## src/hw/soc_pkg.sv

```systemverilog
// shared constants, vector types, loader states and command codes; import in each module header
`default_nettype none

package soc_pkg;

   // ====================
   // timing
   // ====================
   localparam int CLKS_PER_US      = 10;   // clk cycles per 1us tick
   localparam int US_PER_SLOW_TICK = 15;   // 1us ticks per slow tick
   localparam int BIT_US           = 8;    // 125 kbaud
   localparam int DEBOUNCE_TICKS   = 4;    // slow ticks of stable key

   // ====================
   // program memory
   // ====================
   localparam int NUM_WORDS_IMEM = 1024;
   localparam int IMEM_AW        = 10;     // word address width

   typedef logic [7:0]         byte_t;      // uart byte
   typedef logic [31:0]        word_t;      // memory word
   typedef logic [IMEM_AW-1:0] imem_addr_t;
   typedef logic [1:0]         led_t;       // active low
   typedef logic [7:0]         cmd_t;

   // host commands, ascii
   localparam cmd_t CMD_WRITE  = 8'h57;    // 'W'
   localparam cmd_t CMD_READ   = 8'h52;    // 'R'
   localparam cmd_t CMD_LED    = 8'h4C;    // 'L'
   localparam cmd_t CMD_STATUS = 8'h53;    // 'S'
   // reply codes
   localparam cmd_t RSP_ACK    = 8'h06;
   localparam cmd_t RSP_NAK    = 8'h15;

   typedef enum logic [2:0] {
      IDLE,      // waiting for command byte
      ADDR_HI,
      ADDR_LO,
      DATA,      // four write data bytes, msb first
      LED_VAL,
      MEM_RD,    // read issued, waiting for rdat
      REPLY      // draining reply buffer
   } loader_state_e;

   // loader to ram request
   typedef struct packed {
      logic       we;
      logic       re;
      imem_addr_t addr;
      word_t      wdat;
   } imem_req_t;

endpackage: soc_pkg

`default_nettype wire
```

## src/hw/tick_gen.sv

```systemverilog
// free-running divider giving a 1us tick and a ~15us tick, one clk wide each
`timescale 1ns/1ps
`default_nettype none

module tick_gen
   import soc_pkg::*;
(
   input  logic clk,
   input  logic arst_n,
   output logic tick_1us,    // every CLKS_PER_US clocks
   output logic tick_15us    // every US_PER_SLOW_TICK us ticks
);

   typedef logic [$clog2(CLKS_PER_US)-1:0]      us_cnt_t;
   typedef logic [$clog2(US_PER_SLOW_TICK)-1:0] slow_cnt_t;

   us_cnt_t   us_cnt;    // clk prescaler
   slow_cnt_t slow_cnt;  // counts us ticks

   always_ff @(posedge clk or negedge arst_n) begin
      if (!arst_n) begin
         us_cnt    <= '0;
         slow_cnt  <= '0;
         tick_1us  <= 1'b0;
         tick_15us <= 1'b0;
      end else begin
         tick_1us  <= (us_cnt == us_cnt_t'(CLKS_PER_US - 1));
         tick_15us <= 1'b0;
         if (us_cnt == us_cnt_t'(CLKS_PER_US - 1)) us_cnt <= '0;
         else                                       us_cnt <= us_cnt + 1'b1;

         // second stage advances on the registered us tick
         if (tick_1us) begin
            if (slow_cnt == slow_cnt_t'(US_PER_SLOW_TICK - 1)) begin
               slow_cnt  <= '0;
               tick_15us <= 1'b1;   // one clk after the 15th us tick
            end else begin
               slow_cnt  <= slow_cnt + 1'b1;
            end
         end
      end
   end

endmodule: tick_gen

`default_nettype wire

```

## config.mk

```make
export PLATFORM = sky130hd
export DESIGN_NAME = tick_gen
export DESIGN_NICKNAME = d
export VERILOG_FILES = /design/src/hw/soc_pkg.sv /design/src/hw/tick_gen.sv
export SDC_FILE = /design/constraint.sdc
export NUM_CORES = 1
export LEC_CHECK = 0
export ABC_AREA = 1
export BUFFER_PORTS_ARGS = -buffer_cell sky130_fd_sc_hd__buf_2
export CAP_MARGIN = 5
export CORE_AREA = 4 4 41 43
export DETAILED_ROUTE_END_ITERATION = 8
export DIE_AREA = 0 0 45 47
export GPL_TIMING_DRIVEN = 0
export PLACE_DENSITY = 0.51
export SYNTH_ARGS = -nofsm -noshare
export SYNTH_HDL_FRONTEND = slang
export SYNTH_SLANG_ARGS = --single-unit
```

## constraint.sdc

```tcl
create_clock -name clk -period 1.05 [get_ports clk]
set_input_delay 0.105 -clock clk [delete_from_list [all_inputs] [get_ports clk]]
set_output_delay 0.105 -clock clk [all_outputs]
set_load 0.02 [all_outputs]
```

# ---- Yosys cells after proc, flatten, opt, wreduce, memory -nomap -nowiden
# Cells that the tools add are included.
dict set report op_classes {
  n_addsub 2
  n_eq_ne 2
  n_mux 4
}
# op count
set ops {}
lappend ops {{$add 4x1->4 const B} 2}
lappend ops {{$eq 4x4->1 const B} 2}
lappend ops {{$mux 4} 2}
lappend ops {{$mux 1} 2}
dict set report word_totals {
  regBits 10
  input_bits 2
  out_inout_bits 2
  wordCells 12
}

# ---- Depth between registers and ports, before layout
dict set report depth {
  depth_word 3
  ltp_mapped 5
  mapped_depth_nobuf 5
}

# ---- Least setup slack after synthesis
# Ideal clock, no wire load.
dict set report synth_path {
  path_kind {reg2reg}
  from {reg tick_1us}
  to {reg slow_cnt[3]}
  setup_time_ns 0.118
  arrival_ns 0.785
  t_required_ns 0.932
  setup_slack_ns 0.148
  path_stages_with_launch 4
  path_buffers 0
  synth_period_minus_slack_ns 0.902
  path_cell_list {dfrtp_1 > nand4_1 > nand3_1 > nand2_1}
}
# item line
set synth_lines {}
lappend synth_lines {{from (decl)} tick_gen.sv:10} ;# output logic tick_1us,
lappend synth_lines {{from (signal assigned)} tick_gen.sv:27} ;# tick_1us <= (us_cnt == us_cnt_t'(CLKS_PER_US - 1));
lappend synth_lines {{to (signal assigned)} tick_gen.sv:38} ;# slow_cnt <= slow_cnt + 1'b1;
lappend synth_lines {{to (decl)} tick_gen.sv:18} ;# slow_cnt_t slow_cnt;

# ---- Final worst setup path
dict set report layout_path {
  from {reg tick_1us}
  to {out tick_1us}
}
# No word-level cell between the ends.

==> results.yml <==
synth:
  synth_area_per_cell_um2: 9.24
  ys.warnings.count: 0
  synthesis.area_um2: 434
  ys_types: 16
  netlist.area_leader.share: 0.576
  ys_seq_area_frac: 0.576
  synth_largest_area_cell: "dfrtp_1"
  ys_ff_latch: 10
  synth_area_leaders: "dfrtp_1 58%, inv_1 6.9%, nand2_1 5.2%, nor2_1 4.3%, a21oi_1 3.5%"
  syn-num-nets: 49
  synth_cells: 47
timing:
  fin_crit_ns: 0.992
  finalCritPeriodShare: 0.945
  clock.fmax_mhz: 1010
  skew_ns: 0.00157
  setup_violations: 0
  hold_violations: 0
  worst_pin_slew_ns: 0.219
  rsz0062_at_grt: "no"
  setup_tns_ns: 0
  finalMaxSlewViolations: 0
  maxSlewHeadroom: 0.854
setup_path:
  crit_chain: "buf_2"
  cpLargestDelayFamily: "flip-flops"
  arrival_ns: 0.89
  cp.depth: 1
  start_kind: "flop"
  critPathCaptureType: "primary output"
  critical_path.max_fanout: 6
  slowest_stage: "dfrtp_2"
  r2r_cells: 5
  setup.worst_path.class: "reg2out"
  path_buf_inv: 1
  max_stage_delay_ns: 0.45
  critPathRequiredTime_ns: 0.94
power_and_ir_drop:
  irDropWorstVdd_v: 0.000683
  power.total_mw: 0.742
  power.density_nw_per_um2: 1440
  cellLeakagePower_nw: 0.294
finish:
  nFillCells: 140
  mostFrequentLayoutCell: "dfrtp_1"
  fin_nets: 58
  antenna_cells: 0
  most-common-layout-cells: "9 x dfrtp_1, 8 x inv_1, 6 x nand2_1"
  drive_above_1_share: 0.273
  syn_to_final_growth_pct: 18.7
detailed_routing:
  first_pass_iters: 2
  vias: 303
  drt-total-wl_um: 698
  drtIter0Drc: 6
  postRouteAntennaNets: 0
  wl_per_cell_um: 9.97
  routed_via_density: 4.33
  drc: 0
cts:
  htreeDepth: 1
  clk_latency_ns: 0.26
  cts.sinks: 10
  clockRootBuffer: "clkbuf_4"
  postCtsSetupRepairBufs: 0
  cts_buffers: 3
  cts_tree: "done"
  clkTransAtPathRegs_ns: 0.07
  cts.path.max_buffers: 2
grt:
  grt_max_degree: 11
  grt_overflow: 0
  grt_pass1_wl_um: 1180
  track_usage: 0.0857
  grt_pass1_vias: 285
  antenna_found_initial: 0
floorplanning:
  die-area_um2: 2120
  ios: 4
  initial_utilization: 0.334
  die_w_um: 45
  core_um2: 1300
  rows: 13
  die_h_um: 47
status:
  run_status: "complete, no violations"
hold_path:
  holdCritPathClass: "in2async"
placement:
  io_buffer_count: 3
  gp_congestion: 0.770
  dpl.hpwl_um: 487
job:
  maxCapViolCount: 0
==> where the power goes <==
part	internal, mW	switching, mW	leakage (nW)	total [mW]
clock	0.211	0.135	0.0210	0.346
sequential	0.385	0	0.124	0.385
combinational	0.00378	0.00727	0.149	0.0111
==> cell type report <==
cell class	count	area, um^2	area share
multi-input combinational	27	146	0.284
inverter	10	37.5	0.0728
sequential	10	251	0.488
tap	15	18.8	0.0364
clock buffer	4	36.3	0.0704
timing repair buffer	4	25.0	0.0485
==> metrics by stage <==
stage                     worst slack, ns  instances  instance area, um^2  hold WS (ns)  utilization
final                              0.0578         70                  515         0.218        0.396
after global routing               0.0204         70                  515         0.228        0.396
after CTS                          0.0136         70                  514         0.226        0.395
after detailed placement            0.121         65                  468       -0.0283        0.360
after global placement              0.102         65                  468       -0.0258        0.360
after floorplan                     0.148         47                  434        -0.191            -
==> sequential cells by signal, indices dropped and copies added (netlist names) <==
register	flops
slow_cnt	4
tick_15us	1
tick_1us	1
us_cnt	4
==> path summary, 6_finish.rpt <==
path / slack [ns] / end / start
min reg2reg: 0.54 / slow_cnt[3] / slow_cnt[3]
min: 0.22 / tick_1us / arst_n
min in group clk: 0.54 / slow_cnt[3] / slow_cnt[3]
max in group asynchronous: 0.63 / tick_1us / arst_n
max reg2reg: 0.12 / slow_cnt[3] / slow_cnt[1]
max: 0.06 / tick_1us / tick_1us
==> what timing repair did <==
item                                    in CTS  in global routing
gates resized for setup                      0                  1
hold buffers                                 1                  0
endpoints found under the setup margin       0                  1
hold endpoints to repair                    10                  0
==> logic make-up (layout without fill, tap and decap cells) <==
logic type      count (synthesis)  in the layout  share of synthesized area
compound gates                  5              5                     0.0720
buf+inv                        10             18                     0.0865
xor+xnor                        1              1                     0.0202
simple gates                   21             21                      0.245
flops                          10             10                      0.576
==> synth_stat cells <==
master,count
dfrtp_1,10
inv_1,8
nand2_1,6
nor2_1,5
a21oi_1,3
inv_2,2
nand3_1,2
nand4_1,2
nor3_1,2
nand2_2,1
nand3_2,1
nor2_2,1
nor3_2,1
o21ai_0,1
o21bai_2,1
xor2_1,1
==> routing by layer <==
metal | part of all wire | vias up | routed length [um] | global-route usage
met5 | 0 | - | 0 | 0
met4 | 0.013 | 0 | 9 | 0.105
met3 | 0.027 | 2 | 19 | 0.0230
met2 | 0.48 | 2 | 332 | 0.127
met1 | 0.48 | 136 | 337 | 0.0900
li1 | - | 163 | - | -
Power figures use the tool's default switching activity.
