File: config.mk
export PLATFORM = sky130hd
export DESIGN_NAME = debounce
export DESIGN_NICKNAME = d
export VERILOG_FILES = /design/src/hw/soc_pkg.sv /design/src/hw/debounce.sv
export SDC_FILE = /design/constraint.sdc
export NUM_CORES = 1
export LEC_CHECK = 0
export BUFFER_PORTS_ARGS = -buffer_cell sky130_fd_sc_hd__buf_2
export CORE_AREA = 2 2 39 41
export CTS_CLUSTER_SIZE = 10
export DETAILED_ROUTE_END_ITERATION = 6
export DIE_AREA = 0 0 41 43
export HOLD_SLACK_MARGIN = 0.08
export RECOVER_POWER = 50
export SYNTH_ARGS = -nofsm -noshare
export SYNTH_HDL_FRONTEND = slang
export SYNTH_SLANG_ARGS = --single-unit
File: constraint.sdc
create_clock -name clk -period 1.75 [get_ports clk]
set_clock_uncertainty 0.1 [all_clocks]
set_input_delay 0.0875 -clock clk [delete_from_list [all_inputs] [get_ports clk]]
set_output_delay 0.0875 -clock clk [all_outputs]
set_load 0.005 [all_outputs]
File: src/hw/soc_pkg.sv
// shared constants, vector types, loader states and command codes; import in each module header
`default_nettype none

package soc_pkg;

   // ====================
   // timing
   // ====================
   localparam int CLKS_PER_US      = 10;   // clk cycles per 1us tick
   localparam int US_PER_SLOW_TICK = 15;   // 1us ticks per slow tick
   localparam int BIT_US           = 8;    // 125 kbaud
   localparam int DEBOUNCE_TICKS   = 4;    // slow ticks of stable key

   // ====================
   // program memory
   // ====================
   localparam int NUM_WORDS_IMEM = 1024;
   localparam int IMEM_AW        = 10;     // word address width

   typedef logic [7:0]         byte_t;      // uart byte
   typedef logic [31:0]        word_t;      // memory word
   typedef logic [IMEM_AW-1:0] imem_addr_t;
   typedef logic [1:0]         led_t;       // active low
   typedef logic [7:0]         cmd_t;

   // host commands, ascii
   localparam cmd_t CMD_WRITE  = 8'h57;    // 'W'
   localparam cmd_t CMD_READ   = 8'h52;    // 'R'
   localparam cmd_t CMD_LED    = 8'h4C;    // 'L'
   localparam cmd_t CMD_STATUS = 8'h53;    // 'S'
   // reply codes
   localparam cmd_t RSP_ACK    = 8'h06;
   localparam cmd_t RSP_NAK    = 8'h15;

   typedef enum logic [2:0] {
      IDLE,      // waiting for command byte
      ADDR_HI,
      ADDR_LO,
      DATA,      // four write data bytes, msb first
      LED_VAL,
      MEM_RD,    // read issued, waiting for rdat
      REPLY      // draining reply buffer
   } loader_state_e;

   // loader to ram request
   typedef struct packed {
      logic       we;
      logic       re;
      imem_addr_t addr;
      word_t      wdat;
   } imem_req_t;

endpackage: soc_pkg

`default_nettype wire
File: src/hw/debounce.sv
// synchronizes the push-button and filters bounce using the slow tick
`timescale 1ns/1ps
`default_nettype none

module debounce
   import soc_pkg::*;
(
   input  logic clk,
   input  logic arst_n,
   input  logic tick_15us,
   input  logic key,         // raw pin, active high
   output logic key_clean
);

   typedef logic [$clog2(DEBOUNCE_TICKS)-1:0] stab_cnt_t;

   logic      key_meta;    // first sync stage
   logic      key_sync;
   stab_cnt_t stab_cnt;    // slow ticks seen with key != key_clean

   // ====================
   // synchronizer
   // ====================
   always_ff @(posedge clk or negedge arst_n) begin
      if (!arst_n) begin
         key_meta <= 1'b0;
         key_sync <= 1'b0;
      end else begin
         key_meta <= key;
         key_sync <= key_meta;
      end
   end

   // ====================
   // stability filter
   // ====================
   always_ff @(posedge clk or negedge arst_n) begin
      if (!arst_n) begin
         stab_cnt  <= '0;
         key_clean <= 1'b0;
      end else if (key_sync == key_clean) begin
         stab_cnt  <= '0;                    // bounce back, start over
      end else if (tick_15us) begin
         if (stab_cnt == stab_cnt_t'(DEBOUNCE_TICKS - 1)) begin
            key_clean <= key_sync;           // stable long enough
            stab_cnt  <= '0;
         end else begin
            stab_cnt  <= stab_cnt + 1'b1;
         end
      end
   end

endmodule: debounce

`default_nettype wire

Word level (Yosys, flattened, before mapping)
Cells that the tools add are included.
Operators by class
  add/sub/neg operators: 1
  equality and inequality tests: 2
  mux-type cells: 3
  bitwise gates (word level): 1
  reduce and logical (&&, ||, !) cells: 2
Operator list (count)
  two-way mux 2 bit: 3
  AND reduction 3 bit: 1
  adder 2 x 1 -> 2 bit (second input constant): 1
  equality test 2 bit (second input constant): 1
  nonzero test 2 bit: 1
  equality test 1 bit: 1
  inverter 1 bit: 1
Word-level totals
  bits in registers: 5
  input port bits: 4
  output and inout bits: 1
  word-level logic and storage cells: 13

Longest topological paths before layout
  word-level depth: 4
  mapped depth: 3
  mapped depth without buffers: 3

Worst setup path before layout
Ideal clock, no wire load.
  path type: reg2reg
  start: register stab_cnt[0]
  end: register stab_cnt[0]
  setup time: 0.077 ns
  data arrival time: 1.033 ns
  required time: 1.573 ns
  slack: 0.539 ns
  stages on the path, launching flop included: 4
  buffers on the path: 0
  clock period less this slack: 1.211 ns
  cell sequence: dfrtp_1 -> ha_1 -> or3b_1 -> a21oi_1
On the way
  longest elaborated chain between the ends: 4
  elaborated cells on any way between the ends: 5
  classes of those cells: add/sub: 1; eq/ne: 1; mux: 3
Ends and longest elaborated chain
  start, declared: RTL line debounce.sv:19  | stab_cnt_t stab_cnt;
  start signal, assigned: RTL line debounce.sv:48  | stab_cnt <= stab_cnt + 1'b1;
  adder 2 x 1 -> 2 bit or equality test 2 bit (tied branches): RTL line debounce.sv:48, debounce.sv:44
  two-way mux 2 bit (*): RTL line debounce.sv:44  | if (stab_cnt == stab_cnt_t'(DEBOUNCE_TICKS - 1)) begin
  two-way mux 2 bit (*): RTL line debounce.sv:43  | end else if (tick_15us) begin
  two-way mux 2 bit (*): RTL line debounce.sv:41  | end else if (key_sync == key_clean) begin
Every way passes the cells marked *; elsewhere a longest branch is shown, timed or not. The select of a mux whose other input is x is not followed.
A chain may end at the register's enable or synchronous reset.

Worst setup path after layout
Same ends and word-level chain as after synthesis.

==> run metrics <==
DRC viols=0; Layout Cells excl Fill=41; Final Critical Period=1.29 ns; Clock Path Buffers=2; initial antenna violation count=0; Simple-Gate Fraction of Synth Area=11.5%; Top Layer Used=met3; vias in the first global route=132; PwrDens=1360 nW/um^2; CTS tree=yes; CTS Buf Count=3; antenna-violating nets left=0; Root Buffer=clkbuf_4; DR WL/cell=6.80 um; CTS Sinks=5; Mapped Area=195 sq um; H-tree Lvls=1; row cnt=14; NetSw=106 uW; Critical Path RT=1.81 ns; top post-synthesis cells by area=dfrtp_1, ha_1, mux2_2; Async SR Flop Fraction=100%; drt total wl=279 um; Critical Path AT=1.35 ns; Hold/Removal Path Class=input pin to asynchronous set/reset pin; area leader, netlist=dfrtp_1; final setup TNS=0 ns; outcome=complete, no violations; final hold viol count=0; diodes inserted=0; grt ovf=0; portion of netlist area occupied by mux cells=10.9%; met3 WL=40 um; vias per cell=3.29; placed cells=34; most numerous cell in the Yosys netlist=dfrtp_1; clock-pin slew on the worst setup and hold paths=0.04 ns; highest clock rate=775 MHz; area share of fa/ha/maj cells after synthesis=6.41%; worst-margin pin slew=0.264 ns; Die Ht=43 um; Synth Net Count=19; Routability Congestion=0.529; xor/xnor share of the synthesized area=4.49%; DR WL met2=97 um; DR iter-0 viols=0; Die X=41 um; Ys Warns=0; Detailed Routing Iterations Pass 1=1; Final setup violation count=0; nets@finish=31; ys flop type=dfrtp_1; layout cell share with drive strength beyond 1=28.0%; Syn Area/Cell=13.9 sq um; first-pass GRT wire length=517 um; post-synth cell types=10; critical path type=flop to flop; Total GRT Usage=5.16%; #FFs+latches synth=5; clk_lat worst skew=0.24 ns; Max rail drop VDD=0.414 mV; Slew headroom=82.4%; final period utilization=73.7%; MaxCap Viol Count=0; IO Count=5; Post-synth EDFFs=0; switching share of power=26.9%; Setup crit start kind=flop; CP Capture Type=flop; Metal-1 WL=140 um; fin. max-slew vios=0; power share of the combinational group=23.0%; Int Power=289 uW; Leak Pwr=0.000137 uW; synth-to-layout area growth=48.7%; die area=1760 sq um; vias post-DR=135; Post-Synthesis Cells=14; Synth Area in Compound Gates=2.56%; Yosys top cell area share=64.1%; largest net degree at the start of global routing=6; IO buf count=4; Starting Density=14.1%; sequential element share of the synthesized area=64.1%; largest family of logic cells by synthesized area=simple AND/OR/NAND/NOR gates; CP max FO=3; Power, Total=395 uW; Clock power frac=33.6%; Sequential Power Share=43.4%; RSZ-0062 raised after global routing=no; final hold slack=0.133 ns; core area=1380 sq um
## critical path, stage by stage, from the launching register on
cell     delay (ns)
dfrtp_1        0.39
ha_1           0.21
or3b_1         0.36
a21oi_1        0.15
## state kept, by name, indices dropped and copies added, names as in the netlist
register / count
stab_cnt: 2
key_meta: 1
key_clean: 1
key_sync: 1
## per-layer routing
| metal | vias to the layer above | track usage [%] |
|---|---|---|
| li1 | 70 | - |
| met1 | 58 | 5.28 |
| met2 | 7 | 5.31 |
| met3 | 0 | 4.71 |
| met4 | 0 | 6.00 |
| met5 | - | 0 |
## timing repair
| action | 4_1_cts | 5_1_grt |
|---|---|---|
| setup buffers | 0 | 0 |
| gates resized for setup | 0 | 0 |
| hold buffers | 3 | 0 |
| endpoints found under the hold margin | 8 | 0 |
## cells in the final DEF, fill, tap and decap left out
master         Yosys  final
or3b_1             1      1
a21oi_1            1      1
dfrtp_1            5      5
mux2_2             1      1
nand2_1            1      1
xnor2_1            1      1
nand2b_1           1      1
clkbuf_1           0      2
mux2i_1            1      1
ha_1               1      1
buf_2              0      3
clkbuf_4           0      3
nor2_1             1      1
dlygate4sd3_1      0      3
## worst paths after layout
kind                        startpoint          end  slack [ns]  cells past startpoint
max                        stab_cnt[0]  stab_cnt[0]        0.46                      3
min                             arst_n  stab_cnt[1]        0.13                      2
max reg2reg                stab_cnt[0]  stab_cnt[0]        0.46                      3
min reg2reg                   key_meta     key_sync        0.24                      0
max in group asynchronous       arst_n     key_meta        1.21                      2
min in group clk              key_meta     key_sync        0.24                      0
## final cells by class
class                           count  area (sq um)
Fill cell                         151          1090
Sequential cell                     5           125
Multi-Input combinational cell      9          70.1
Timing Repair Buffer                7          48.8
Clock buffer                        4          26.3
Tap cell                           16          20.0
## cells by family (layout without fill, tap and decap cells)
kind of cell	after synthesis	after routing
simple gates	4	4
flops	5	5
fa+ha+maj	1	1
buf+inv	0	11
xor+xnor	1	1
mux	2	2
compound gates	1	1
## power by group through the flow
stage          Clock [uW]  Combinational [uW]  Sequential (uW)
2_1_floorplan           0                57.8              172
3_3_place_gp            0                84.2              172
3_5_place_dp            0                89.3              173
4_1_cts               142                94.3              171
5_1_grt               150                 111              178
6_report              133                90.9              171
## through the flow
stage | worst slack [ns] | cell area (sq um) | util (%)
after global routing | 0.375 | 290 | 21.0
after detailed placement | 0.464 | 235 | 17.0
final | 0.460 | 290 | 21.0
after CTS | 0.454 | 292 | 21.1
after floorplan | 0.539 | 195 | -
after global placement | 0.482 | 235 | 17.0
(Power assumes the default switching activity.)
