--- config.mk ---
export PLATFORM = sky130hd
export DESIGN_NAME = uart_loader
export DESIGN_NICKNAME = d
export VERILOG_FILES = /design/src/hw/soc_pkg.sv /design/src/hw/uart_loader.sv
export SDC_FILE = /design/constraint.sdc
export NUM_CORES = 1
export LEC_CHECK = 0
export BUFFER_PORTS_ARGS = -buffer_cell sky130_fd_sc_hd__buf_2
export CORE_MARGIN = 10
export CORE_UTILIZATION = 49
export DETAILED_ROUTE_END_ITERATION = 6
export GPL_TIMING_DRIVEN = 0
export HOLD_SLACK_MARGIN = 0.1
export PLACE_DENSITY = 0.84
export SKIP_LAST_GASP = 1
export SLEW_MARGIN = 20
export SYNTH_ARGS = -nofsm -noshare
export SYNTH_HDL_FRONTEND = slang
export SYNTH_SLANG_ARGS = --single-unit
--- constraint.sdc ---
create_clock -name clk -period 3.4 [get_ports clk]
set_input_delay 0.34 -clock clk [delete_from_list [all_inputs] [get_ports clk]]
set_output_delay 0.34 -clock clk [all_outputs]
set_load 0.05 [all_outputs]
--- src/hw/soc_pkg.sv ---
// shared constants, vector types, loader states and command codes; import in each module header
`default_nettype none

package soc_pkg;

   // ====================
   // timing
   // ====================
   localparam int CLKS_PER_US      = 10;   // clk cycles per 1us tick
   localparam int US_PER_SLOW_TICK = 15;   // 1us ticks per slow tick
   localparam int BIT_US           = 8;    // 125 kbaud
   localparam int DEBOUNCE_TICKS   = 4;    // slow ticks of stable key

   // ====================
   // program memory
   // ====================
   localparam int NUM_WORDS_IMEM = 1024;
   localparam int IMEM_AW        = 10;     // word address width

   typedef logic [7:0]         byte_t;      // uart byte
   typedef logic [31:0]        word_t;      // memory word
   typedef logic [IMEM_AW-1:0] imem_addr_t;
   typedef logic [1:0]         led_t;       // active low
   typedef logic [7:0]         cmd_t;

   // host commands, ascii
   localparam cmd_t CMD_WRITE  = 8'h57;    // 'W'
   localparam cmd_t CMD_READ   = 8'h52;    // 'R'
   localparam cmd_t CMD_LED    = 8'h4C;    // 'L'
   localparam cmd_t CMD_STATUS = 8'h53;    // 'S'
   // reply codes
   localparam cmd_t RSP_ACK    = 8'h06;
   localparam cmd_t RSP_NAK    = 8'h15;

   typedef enum logic [2:0] {
      IDLE,      // waiting for command byte
      ADDR_HI,
      ADDR_LO,
      DATA,      // four write data bytes, msb first
      LED_VAL,
      MEM_RD,    // read issued, waiting for rdat
      REPLY      // draining reply buffer
   } loader_state_e;

   // loader to ram request
   typedef struct packed {
      logic       we;
      logic       re;
      imem_addr_t addr;
      word_t      wdat;
   } imem_req_t;

endpackage: soc_pkg

`default_nettype wire
--- src/hw/uart_loader.sv ---
// uart command parser; reloads program memory, owns the led register and sends replies
`timescale 1ns/1ps
`default_nettype none

module uart_loader
   import soc_pkg::*;
(
   input  logic      clk,
   input  logic      arst_n,
   input  logic      rx_valid,
   input  byte_t     rx_byte,
   input  logic      tx_busy,
   output logic      tx_start,
   output byte_t     tx_byte,
   output imem_req_t imem_req,
   input  word_t     rdat,
   input  logic      key_clean,
   output led_t      led_off     // 1 = led dark
);

   loader_state_e state;
   logic          is_wr;       // W vs R sharing the address states
   logic [1:0]    byte_cnt;    // write data bytes received
   logic [3:0]    wr_cnt;      // completed W commands, low nibble
   logic [2:0]    rsp_cnt;     // reply bytes still to send
   logic          we_q;
   logic          re_q;
   imem_addr_t    addr_q;
   word_t         wdat_q;
   word_t         rsp_buf;     // next byte in [31:24]

   logic          rsp_load;    // reply ready this cycle
   word_t         rsp_word;
   logic [2:0]    rsp_len;
   logic          send;        // hand one byte to uart_tx

   assign imem_req = '{we: we_q, re: re_q, addr: addr_q, wdat: wdat_q};
   assign send     = (state == REPLY) && (rsp_cnt != '0) && !tx_busy && !tx_start;

   // ====================
   // reply selection
   // ====================
   always_comb begin
      rsp_load = 1'b0;
      rsp_word = {RSP_ACK, 24'h0};
      rsp_len  = 3'd1;
      case (state)
         IDLE: if (rx_valid) begin
            case (rx_byte)
               CMD_WRITE, CMD_READ, CMD_LED: ;       // arguments follow
               CMD_STATUS: begin
                  rsp_load = 1'b1;
                  rsp_word = {wr_cnt, 3'b000, key_clean, 24'h0};
               end
               default: begin
                  rsp_load = 1'b1;
                  rsp_word = {RSP_NAK, 24'h0};
               end
            endcase
         end
         DATA:    rsp_load = rx_valid && (byte_cnt == 2'd3);
         LED_VAL: rsp_load = rx_valid;
         MEM_RD: if (!re_q) begin                     // rdat valid now
            rsp_load = 1'b1;
            rsp_word = rdat;
            rsp_len  = 3'd4;
         end
         default: ;
      endcase
   end

   // ====================
   // control FSM
   // ====================
   always_ff @(posedge clk or negedge arst_n) begin
      if (!arst_n) begin
         state    <= IDLE;
         is_wr    <= 1'b0;
         byte_cnt <= '0;
         wr_cnt   <= '0;
         rsp_cnt  <= '0;
         we_q     <= 1'b0;
         re_q     <= 1'b0;
         tx_start <= 1'b0;
         led_off  <= '1;
      end else begin
         we_q     <= 1'b0;   // single-cycle strobes
         re_q     <= 1'b0;
         tx_start <= 1'b0;
         case (state)
            IDLE: if (rx_valid) begin
               is_wr <= (rx_byte == CMD_WRITE);
               if (rx_byte == CMD_WRITE || rx_byte == CMD_READ) state <= ADDR_HI;
               else if (rx_byte == CMD_LED)                      state <= LED_VAL;
            end
            ADDR_HI: if (rx_valid) state <= ADDR_LO;
            ADDR_LO: if (rx_valid) begin
               byte_cnt <= '0;
               if (is_wr) begin
                  state <= DATA;
               end else begin
                  re_q  <= 1'b1;
                  state <= MEM_RD;
               end
            end
            DATA: if (rx_valid) begin
               byte_cnt <= byte_cnt + 1'b1;
               if (byte_cnt == 2'd3) begin
                  we_q   <= 1'b1;              // write in cycle after d0
                  wr_cnt <= wr_cnt + 1'b1;
               end
            end
            LED_VAL: if (rx_valid) led_off <= rx_byte[1:0];
            REPLY: begin
               if (send) begin
                  tx_start <= 1'b1;
                  rsp_cnt  <= rsp_cnt - 1'b1;
               end else if (rsp_cnt == '0 && !tx_busy && !tx_start) begin
                  state <= IDLE;               // last stop bit is out
               end
            end
            default: ;                         // MEM_RD waits on rsp_load
         endcase
         if (rsp_load) begin
            state   <= REPLY;
            rsp_cnt <= rsp_len;
         end
      end
   end

   // ====================
   // payload registers
   // ====================
   always_ff @(posedge clk) begin
      if (rx_valid && (state == ADDR_HI || state == ADDR_LO))
         addr_q <= imem_addr_t'({addr_q, rx_byte});  // upper bits fall off
      if (rx_valid && state == DATA)
         wdat_q <= {wdat_q[23:0], rx_byte};          // msb first
      if (rsp_load) begin
         rsp_buf <= rsp_word;
      end else if (send) begin
         tx_byte <= rsp_buf[31:24];
         rsp_buf <= {rsp_buf[23:0], 8'h00};
      end
   end

   a_no_we_with_re: assert property (@(posedge clk) disable iff (!arst_n)
      !(imem_req.we && imem_req.re));

endmodule: uart_loader

`default_nettype wire

# Word-level counts from Yosys, hierarchy flattened
# Cells that the tools add are included.
dict set report totals {
  ff_bits 100
  in_bits 45
  out_inout_bits 55
}
dict set report classes {
  addsub 3
  eq_ne 19
  n_mux 36
  n_bitwise 1
  reduce_logical 27
}
# op count
set op_table {}
lappend op_table {{32-bit two-way mux} 4}
lappend op_table {{32-bit case mux with 2 select lines} 2}
lappend op_table {{3-bit two-way mux} 14}
lappend op_table {{8-bit by 7-bit equality test with 1-bit output (second input constant)} 4}
lappend op_table {{3-bit inequality test (second input constant)} 4}
lappend op_table {{3-bit case mux with 4 select lines} 1}
lappend op_table {{1-bit two-way mux} 11}
lappend op_table {{3-bit equality test (second input constant)} 3}
lappend op_table {{1-bit logical AND} 8}
lappend op_table {{2-bit AND reduction} 4}
lappend op_table {{7-bit AND reduction} 1}
lappend op_table {{3-bit by 2-bit equality test with 1-bit output (second input constant)} 2}
lappend op_table {{3-bit logical NOT} 2}
lappend op_table {{3-bit AND reduction} 2}
lappend op_table {{2-bit nonzero test} 3}
lappend op_table {{5-bit nonzero test} 1}
lappend op_table {{4-bit by 1-bit adder with 4-bit output (second input constant)} 1}
lappend op_table {{2-bit two-way mux} 2}
lappend op_table {{2-bit inequality test (second input constant)} 2}
lappend op_table {{4-bit inequality test (second input constant)} 1}
lappend op_table {{1-bit case mux with 4 select lines} 1}
lappend op_table {{2-bit case mux with 2 select lines} 1}
lappend op_table {{3-bit by 1-bit equality test with 1-bit output (second input constant)} 1}
lappend op_table {{3-bit by 2-bit inequality test with 1-bit output (second input constant)} 1}
lappend op_table {{8 further kinds} 10}

# Logic depth before layout (Yosys ltp)
dict set report depth {
  ltp_word 7
  mapped_depth 9
}

# Worst setup path before layout
# Ideal clock, no wire load.
dict set report synth_timing {
  path_type {in2reg}
  startpoint {input rx_byte[5]}
  endpoint {register rsp_buf[0], enable pin}
  setup_time_ns 0.478
  t_arrival_ns 2.241
  required_time_ns 2.922
  slack_ns 0.681
  path_stages 7
  path_cell_list {or3b_4 -> or4_4 -> nand4_2 -> and2_4 -> buf_8 -> buf_12 -> nand2_1}
}
dict set report synth_between {
  elab_chain_cells 6
  elab_cells_between_ends 8
  classes_between {3 x eq/ne; 3 x mux; 2 x reduce/logical}
}
# element line
set synth_rtl {}
lappend synth_rtl {{from (decl)} uart_loader.sv:11} ;# input byte_t rx_byte,
lappend synth_rtl {{8-bit by 7-bit equality test with 1-bit output} uart_loader.sv:49} ;# case (rx_byte)
lappend synth_rtl {{3-bit OR reduction (*)} uart_loader.sv:49}
lappend synth_rtl {{1-bit two-way mux (*)} uart_loader.sv:49}
lappend synth_rtl {{1-bit two-way mux (*)} uart_loader.sv:48} ;# IDLE: if (rx_valid) begin
lappend synth_rtl {{1-bit case mux with 4 select lines (*)} uart_loader.sv:47} ;# case (state)
lappend synth_rtl {{2-bit nonzero test (no line) (*)} --}
lappend synth_rtl {{to (signal assigned)} uart_loader.sv:140} ;# rsp_buf <= rsp_word;
lappend synth_rtl {{to (signal assigned)} uart_loader.sv:143} ;# rsp_buf <= {rsp_buf[23:0], 8'h00};
lappend synth_rtl {{to (decl)} uart_loader.sv:30} ;# word_t rsp_buf;
# Mark *: on every way between the ends. The rest lies on a longest branch, timed or not.
# A chain may end at the register's enable or synchronous reset.

# Worst setup path after layout
dict set report layout_timing {
  startpoint {register state[2]}
  endpoint {register rsp_buf[26], enable pin}
}
dict set report layout_between {
  elab_chain_cells 5
  elab_cells_between_ends 10
  classes_between {4 x eq/ne; 1 x mux; 5 x reduce/logical}
}
# element line
set layout_rtl {}
lappend layout_rtl {{from (decl)} uart_loader.sv:21} ;# loader_state_e state;
lappend layout_rtl {{from (signal assigned)} uart_loader.sv:77} ;# state <= IDLE;
lappend layout_rtl {{from (signal assigned)} uart_loader.sv:93} ;# if (rx_byte == CMD_WRITE || rx_byte == CMD_READ) state <= ADDR_HI;
lappend layout_rtl {{from (signal assigned)} uart_loader.sv:94} ;# else if (rx_byte == CMD_LED) state <= LED_VAL;
lappend layout_rtl {{parallel branches: the longest is 4 deep, another holds 1-bit case mux with 4 select lines} --}
lappend layout_rtl {{2-bit nonzero test (no line) (*)} --}
# Every way passes the cells marked *.

==> flow_summary_export.csv <==
group,metric,value,unit
sta,fin_crit_sh,78.0,%
worst_setup_path,start_kind,"register",
power_and_ir_drop,power_density,841,nW/um^2
power_and_ir_drop,peakVddDrop,0.397,mV
sta,fin_skew,0.0178,ns
drt,drtAntennaViolNets,0,
logic_synthesis,synth-simple-area-share,9.19,%
logic_synthesis,syn_nets,295,
worst_setup_path,r2r.worst_path.cells,7,
logic_synthesis,synthMuxAreaShare,1.40,%
worst_setup_path,crit_path_max_incr_delay,0.55,ns
logic_synthesis,syn_area_per_cell,15.9,um^2
hold_path,min_to,"wdat_q[6]$_DFFE_PP_",
worst_setup_path,cpLargestDelayFamily,"simple AND/OR/NAND/NOR gates",
worst_setup_path,path_class,"reg2reg",
clocking,root_buffer,"clkbuf_8",
power_and_ir_drop,power.switching,0.00136,W
clocking,cts_sinks,100,
clocking,clock_path_buffers,2,
logic_synthesis,synth-edff-count,82,
floorplan,die_area,12000,um^2
worst_setup_path,path_buf_inv,2,
worst_setup_path,path_max_fanout,32,
hold_path,min_path_type,"in2reg",
placement,gp_congestion,0.847,
sta,rsz0062_at_grt,"no",
final_layout,fin_area,4780,um^2
sta,tightest_slew,0.754,ns
global_routing,grt_pass1_vias,2511,
sta,setup_slack,0.748,ns
sta,final-setup-viol-count,0,
sta,slew_viol_final,0,
final_layout,fin_nets,406,
global_routing,grt_antenna_before_repair,0,
worst_setup_path,cp_num_cells,7,
floorplan,die_w,109,um
run,maxCapViolCount,0,
sta,relSlewSlack,49.5,%
sta,hold_viol,0,
worst_setup_path,cp_slowest_cell,"nand2_2",
worst_setup_path,end_kind,"register",
power_and_ir_drop,combPwrFrac,32.0,%
final_layout,final_util,61.5,%
placement,pre_cts_ws,0.567,ns
clocking,clk_latency,0.37,ns
logic_synthesis,synth_xor_area_share,0.893,%
final_layout,areaGrowthSynthToFinish,21.8,%
worst_setup_path,crit_arrival,2.66,ns
clocking,tritoncts.num_buffers,9,
global_routing,grt_usage,13.6,%
logic_synthesis,synthFlopType,"edfxtp_1",
logic_synthesis,ys.warnings.count,0,
global_routing,grt_pass1_wl,12600,um
worst_setup_path,reg2reg_from,"state[2]$_DFFE_PN0P_",
logic_synthesis,synth_cells,246,
floorplan,core.rowCount,32,
logic_synthesis,synth_compound_gate_area_share,9.92,%
worst_setup_path,cp_cell_sequence,"nand2b_1, nor3_2, a31oi_1, and2_4, buf_8, buf_12, nand2_2",
final_layout,drive_above_1_share,37.8,%
final_layout,final_cell_mix,"buf_2 (101), edfxtp_1 (82), a22o_1 (17)",
floorplan,pin_count,100,
drt,wl_per_cell,17.8,um
hold_path,holdPathStages,1,
clocking,cts_tree,"yes",
drt,drt_iter0_markers,221,
logic_synthesis,synth_fa_ha_area_share,1.28,%
drt,dr.pass1.iters,4,
worst_setup_path,r2r_setup_slack,0.75,ns
power_and_ir_drop,p_int,0.00266,W
logic_synthesis,synth_top_family_by_area,"compound AO/OA/AOI/OAI gates",
sta,max_freq,377,MHz
run_status,status,"finished clean",
clocking,postCtsSetupBuffers,0,
logic_synthesis,ys_types,50,
global_routing,grt_max_degree,34,
final_layout,n_fill_cell,594,
sta,period_minus_slack,2.65,ns
sta,tns,0,ns
logic_synthesis,syn_area,3920,um^2
global_routing,grt-ovfl-total,0,
final_layout,multiInputGateArea,893,um^2
final_layout,regArea,2920,um^2
logic_synthesis,seq_area_frac_synth,74.3,%
power_and_ir_drop,p_leak,1.93,nW
final_layout,diodes,0,
worst_setup_path,regToRegEndpoint,"rsp_buf[26]$_DFFE_PP_",
power_and_ir_drop,clkPwrFrac,19.9,%
hold_path,hp-start,"rx_byte[6]",
drt,vias_per_cell,5.36,
drt,vias,2489,
placement,port_buffers,99,
power_and_ir_drop,pwr-share-seq,48.1,%
floorplan,initial_core_util,50.5,%
clocking,clkTransAtPathRegs,0.09,ns
placement,hpwl,6140,um
logic_synthesis,ys_ff_latch,100,
drt,drc_errors,0,
clocking,post_cts_resized,0,
sta,fin_hold_ws,0.183,ns
logic_synthesis,synthArstFlopShare,18.0,%
floorplan,core,7770,um^2
placement,place_area,4550,um^2
worst_setup_path,critical_path_required,3.40,ns
final_layout,final_common_cell,"buf_2",
clocking,cts_hold_buf,1,
floorplan,die_y,109,um
power_and_ir_drop,switching_share,33.9,%
drt,drt_wl_total,8250,um
clocking,htree_levels,3,
[registers in the layout, indices dropped and copies added, names as in the netlist]
register,cells
we_q,1
led_off,2
is_wr,1
tx_start,1
addr_q,10
tx_byte,8
wr_cnt,4
rsp_buf,32
byte_cnt,2
rsp_cnt,3
state,3
wdat_q,32
re_q,1
[per-stage QoR]
step / total power (W) / cells
after global routing: 0.00423 / 464
final: 0.00402 / 464
after CTS: 0.00404 / 464
after detailed placement: 0.00325 / 447
after global placement: 0.00318 / 447
after floorplan: 0.00292 / 246
[per-layer routing]
metal	wire (um)	up-vias	global-route usage (%)
li1	-	1168	-
met1	3350	1181	16.3
met2	3850	121	21.2
met3	892	19	6.20
met4	157	0	5.30
met5	0	-	0
[layout make-up]
class / count / area share [%]
flip-flops and latches: 100 / 61.0
plain buffers: 12 / 1.73
inverters: 9 / 0.707
well taps: 102 / 2.67
multi-input cells: 125 / 18.7
clock buffers: 10 / 2.88
repair buffers: 100 / 10.6
clock inverters: 6 / 1.68
[worst register-to-register path: cells and delay by family (launching register included)]
family | cells | cell delay (ns)
buf+inv | 2 | 0.28
flops | 1 | 0.44
compound gates | 1 | 0.18
simple gates | 4 | 1.39
[synth_stat cells, types with 2 or more instances]
cell type,n,area (um^2)
nand3b_1,2,15.0
nand2_1,13,48.8
o22ai_1,2,12.5
or3b_4,2,22.5
and3_1,2,12.5
o21ai_0,4,20.0
nor3_1,3,15.0
ha_1,4,50.1
nand3_1,3,15.0
dfrtp_1,16,400
or3_1,2,12.5
inv_1,9,33.8
buf_2,2,10.0
xnor2_1,2,17.5
nor2_1,9,33.8
edfxtp_1,82,2460
clkbuf_1,6,22.5
buf_4,2,15.0
a22o_1,17,149
nand2b_1,3,18.8
xor2_1,2,17.5
and2_1,11,68.8
a221o_1,5,50.1
dfstp_2,2,52.6
o21a_1,3,22.5
a221oi_1,2,17.5
a21oi_1,7,35.0
nor2b_1,3,18.8
mux2_2,4,45.0
a31oi_1,2,12.5
[kinds of logic after synthesis]
family | count (synthesis)
and+or+nand+nor | 62
DFF | 100
xor gates and xnor gates | 4
AOI/OAI and AO/OA | 50
adders and majority gates | 4
buffers and inverters | 21
muxes | 5
[worst max-delay path by stage]
stage                          from                       end
2_1_floorplan            rx_byte[5]  rsp_buf[0]$_SDFFCE_PP0P_
3_3_place_gp             rx_byte[5]  rsp_buf[4]$_SDFFCE_PP0P_
3_5_place_dp             rx_byte[5]  rsp_buf[0]$_SDFFCE_PP0P_
4_1_cts        state[2]$_DFFE_PN0P_     rsp_buf[26]$_DFFE_PP_
5_1_grt        state[2]$_DFFE_PN0P_     rsp_buf[26]$_DFFE_PP_
6_report       state[2]$_DFFE_PN0P_     rsp_buf[26]$_DFFE_PP_
[power by group through the flow]
stage,Clock [W],Sequential [W],Combinational [W]
final,0.000798,0.00193,0.00129
after global routing,0.000875,0.00196,0.00140
after CTS,0.000817,0.00193,0.00129
after detailed placement,0,0.00196,0.00129
after global placement,0,0.00194,0.00123
after floorplan,0,0.00217,0.000755
(Power assumes the default switching activity.)
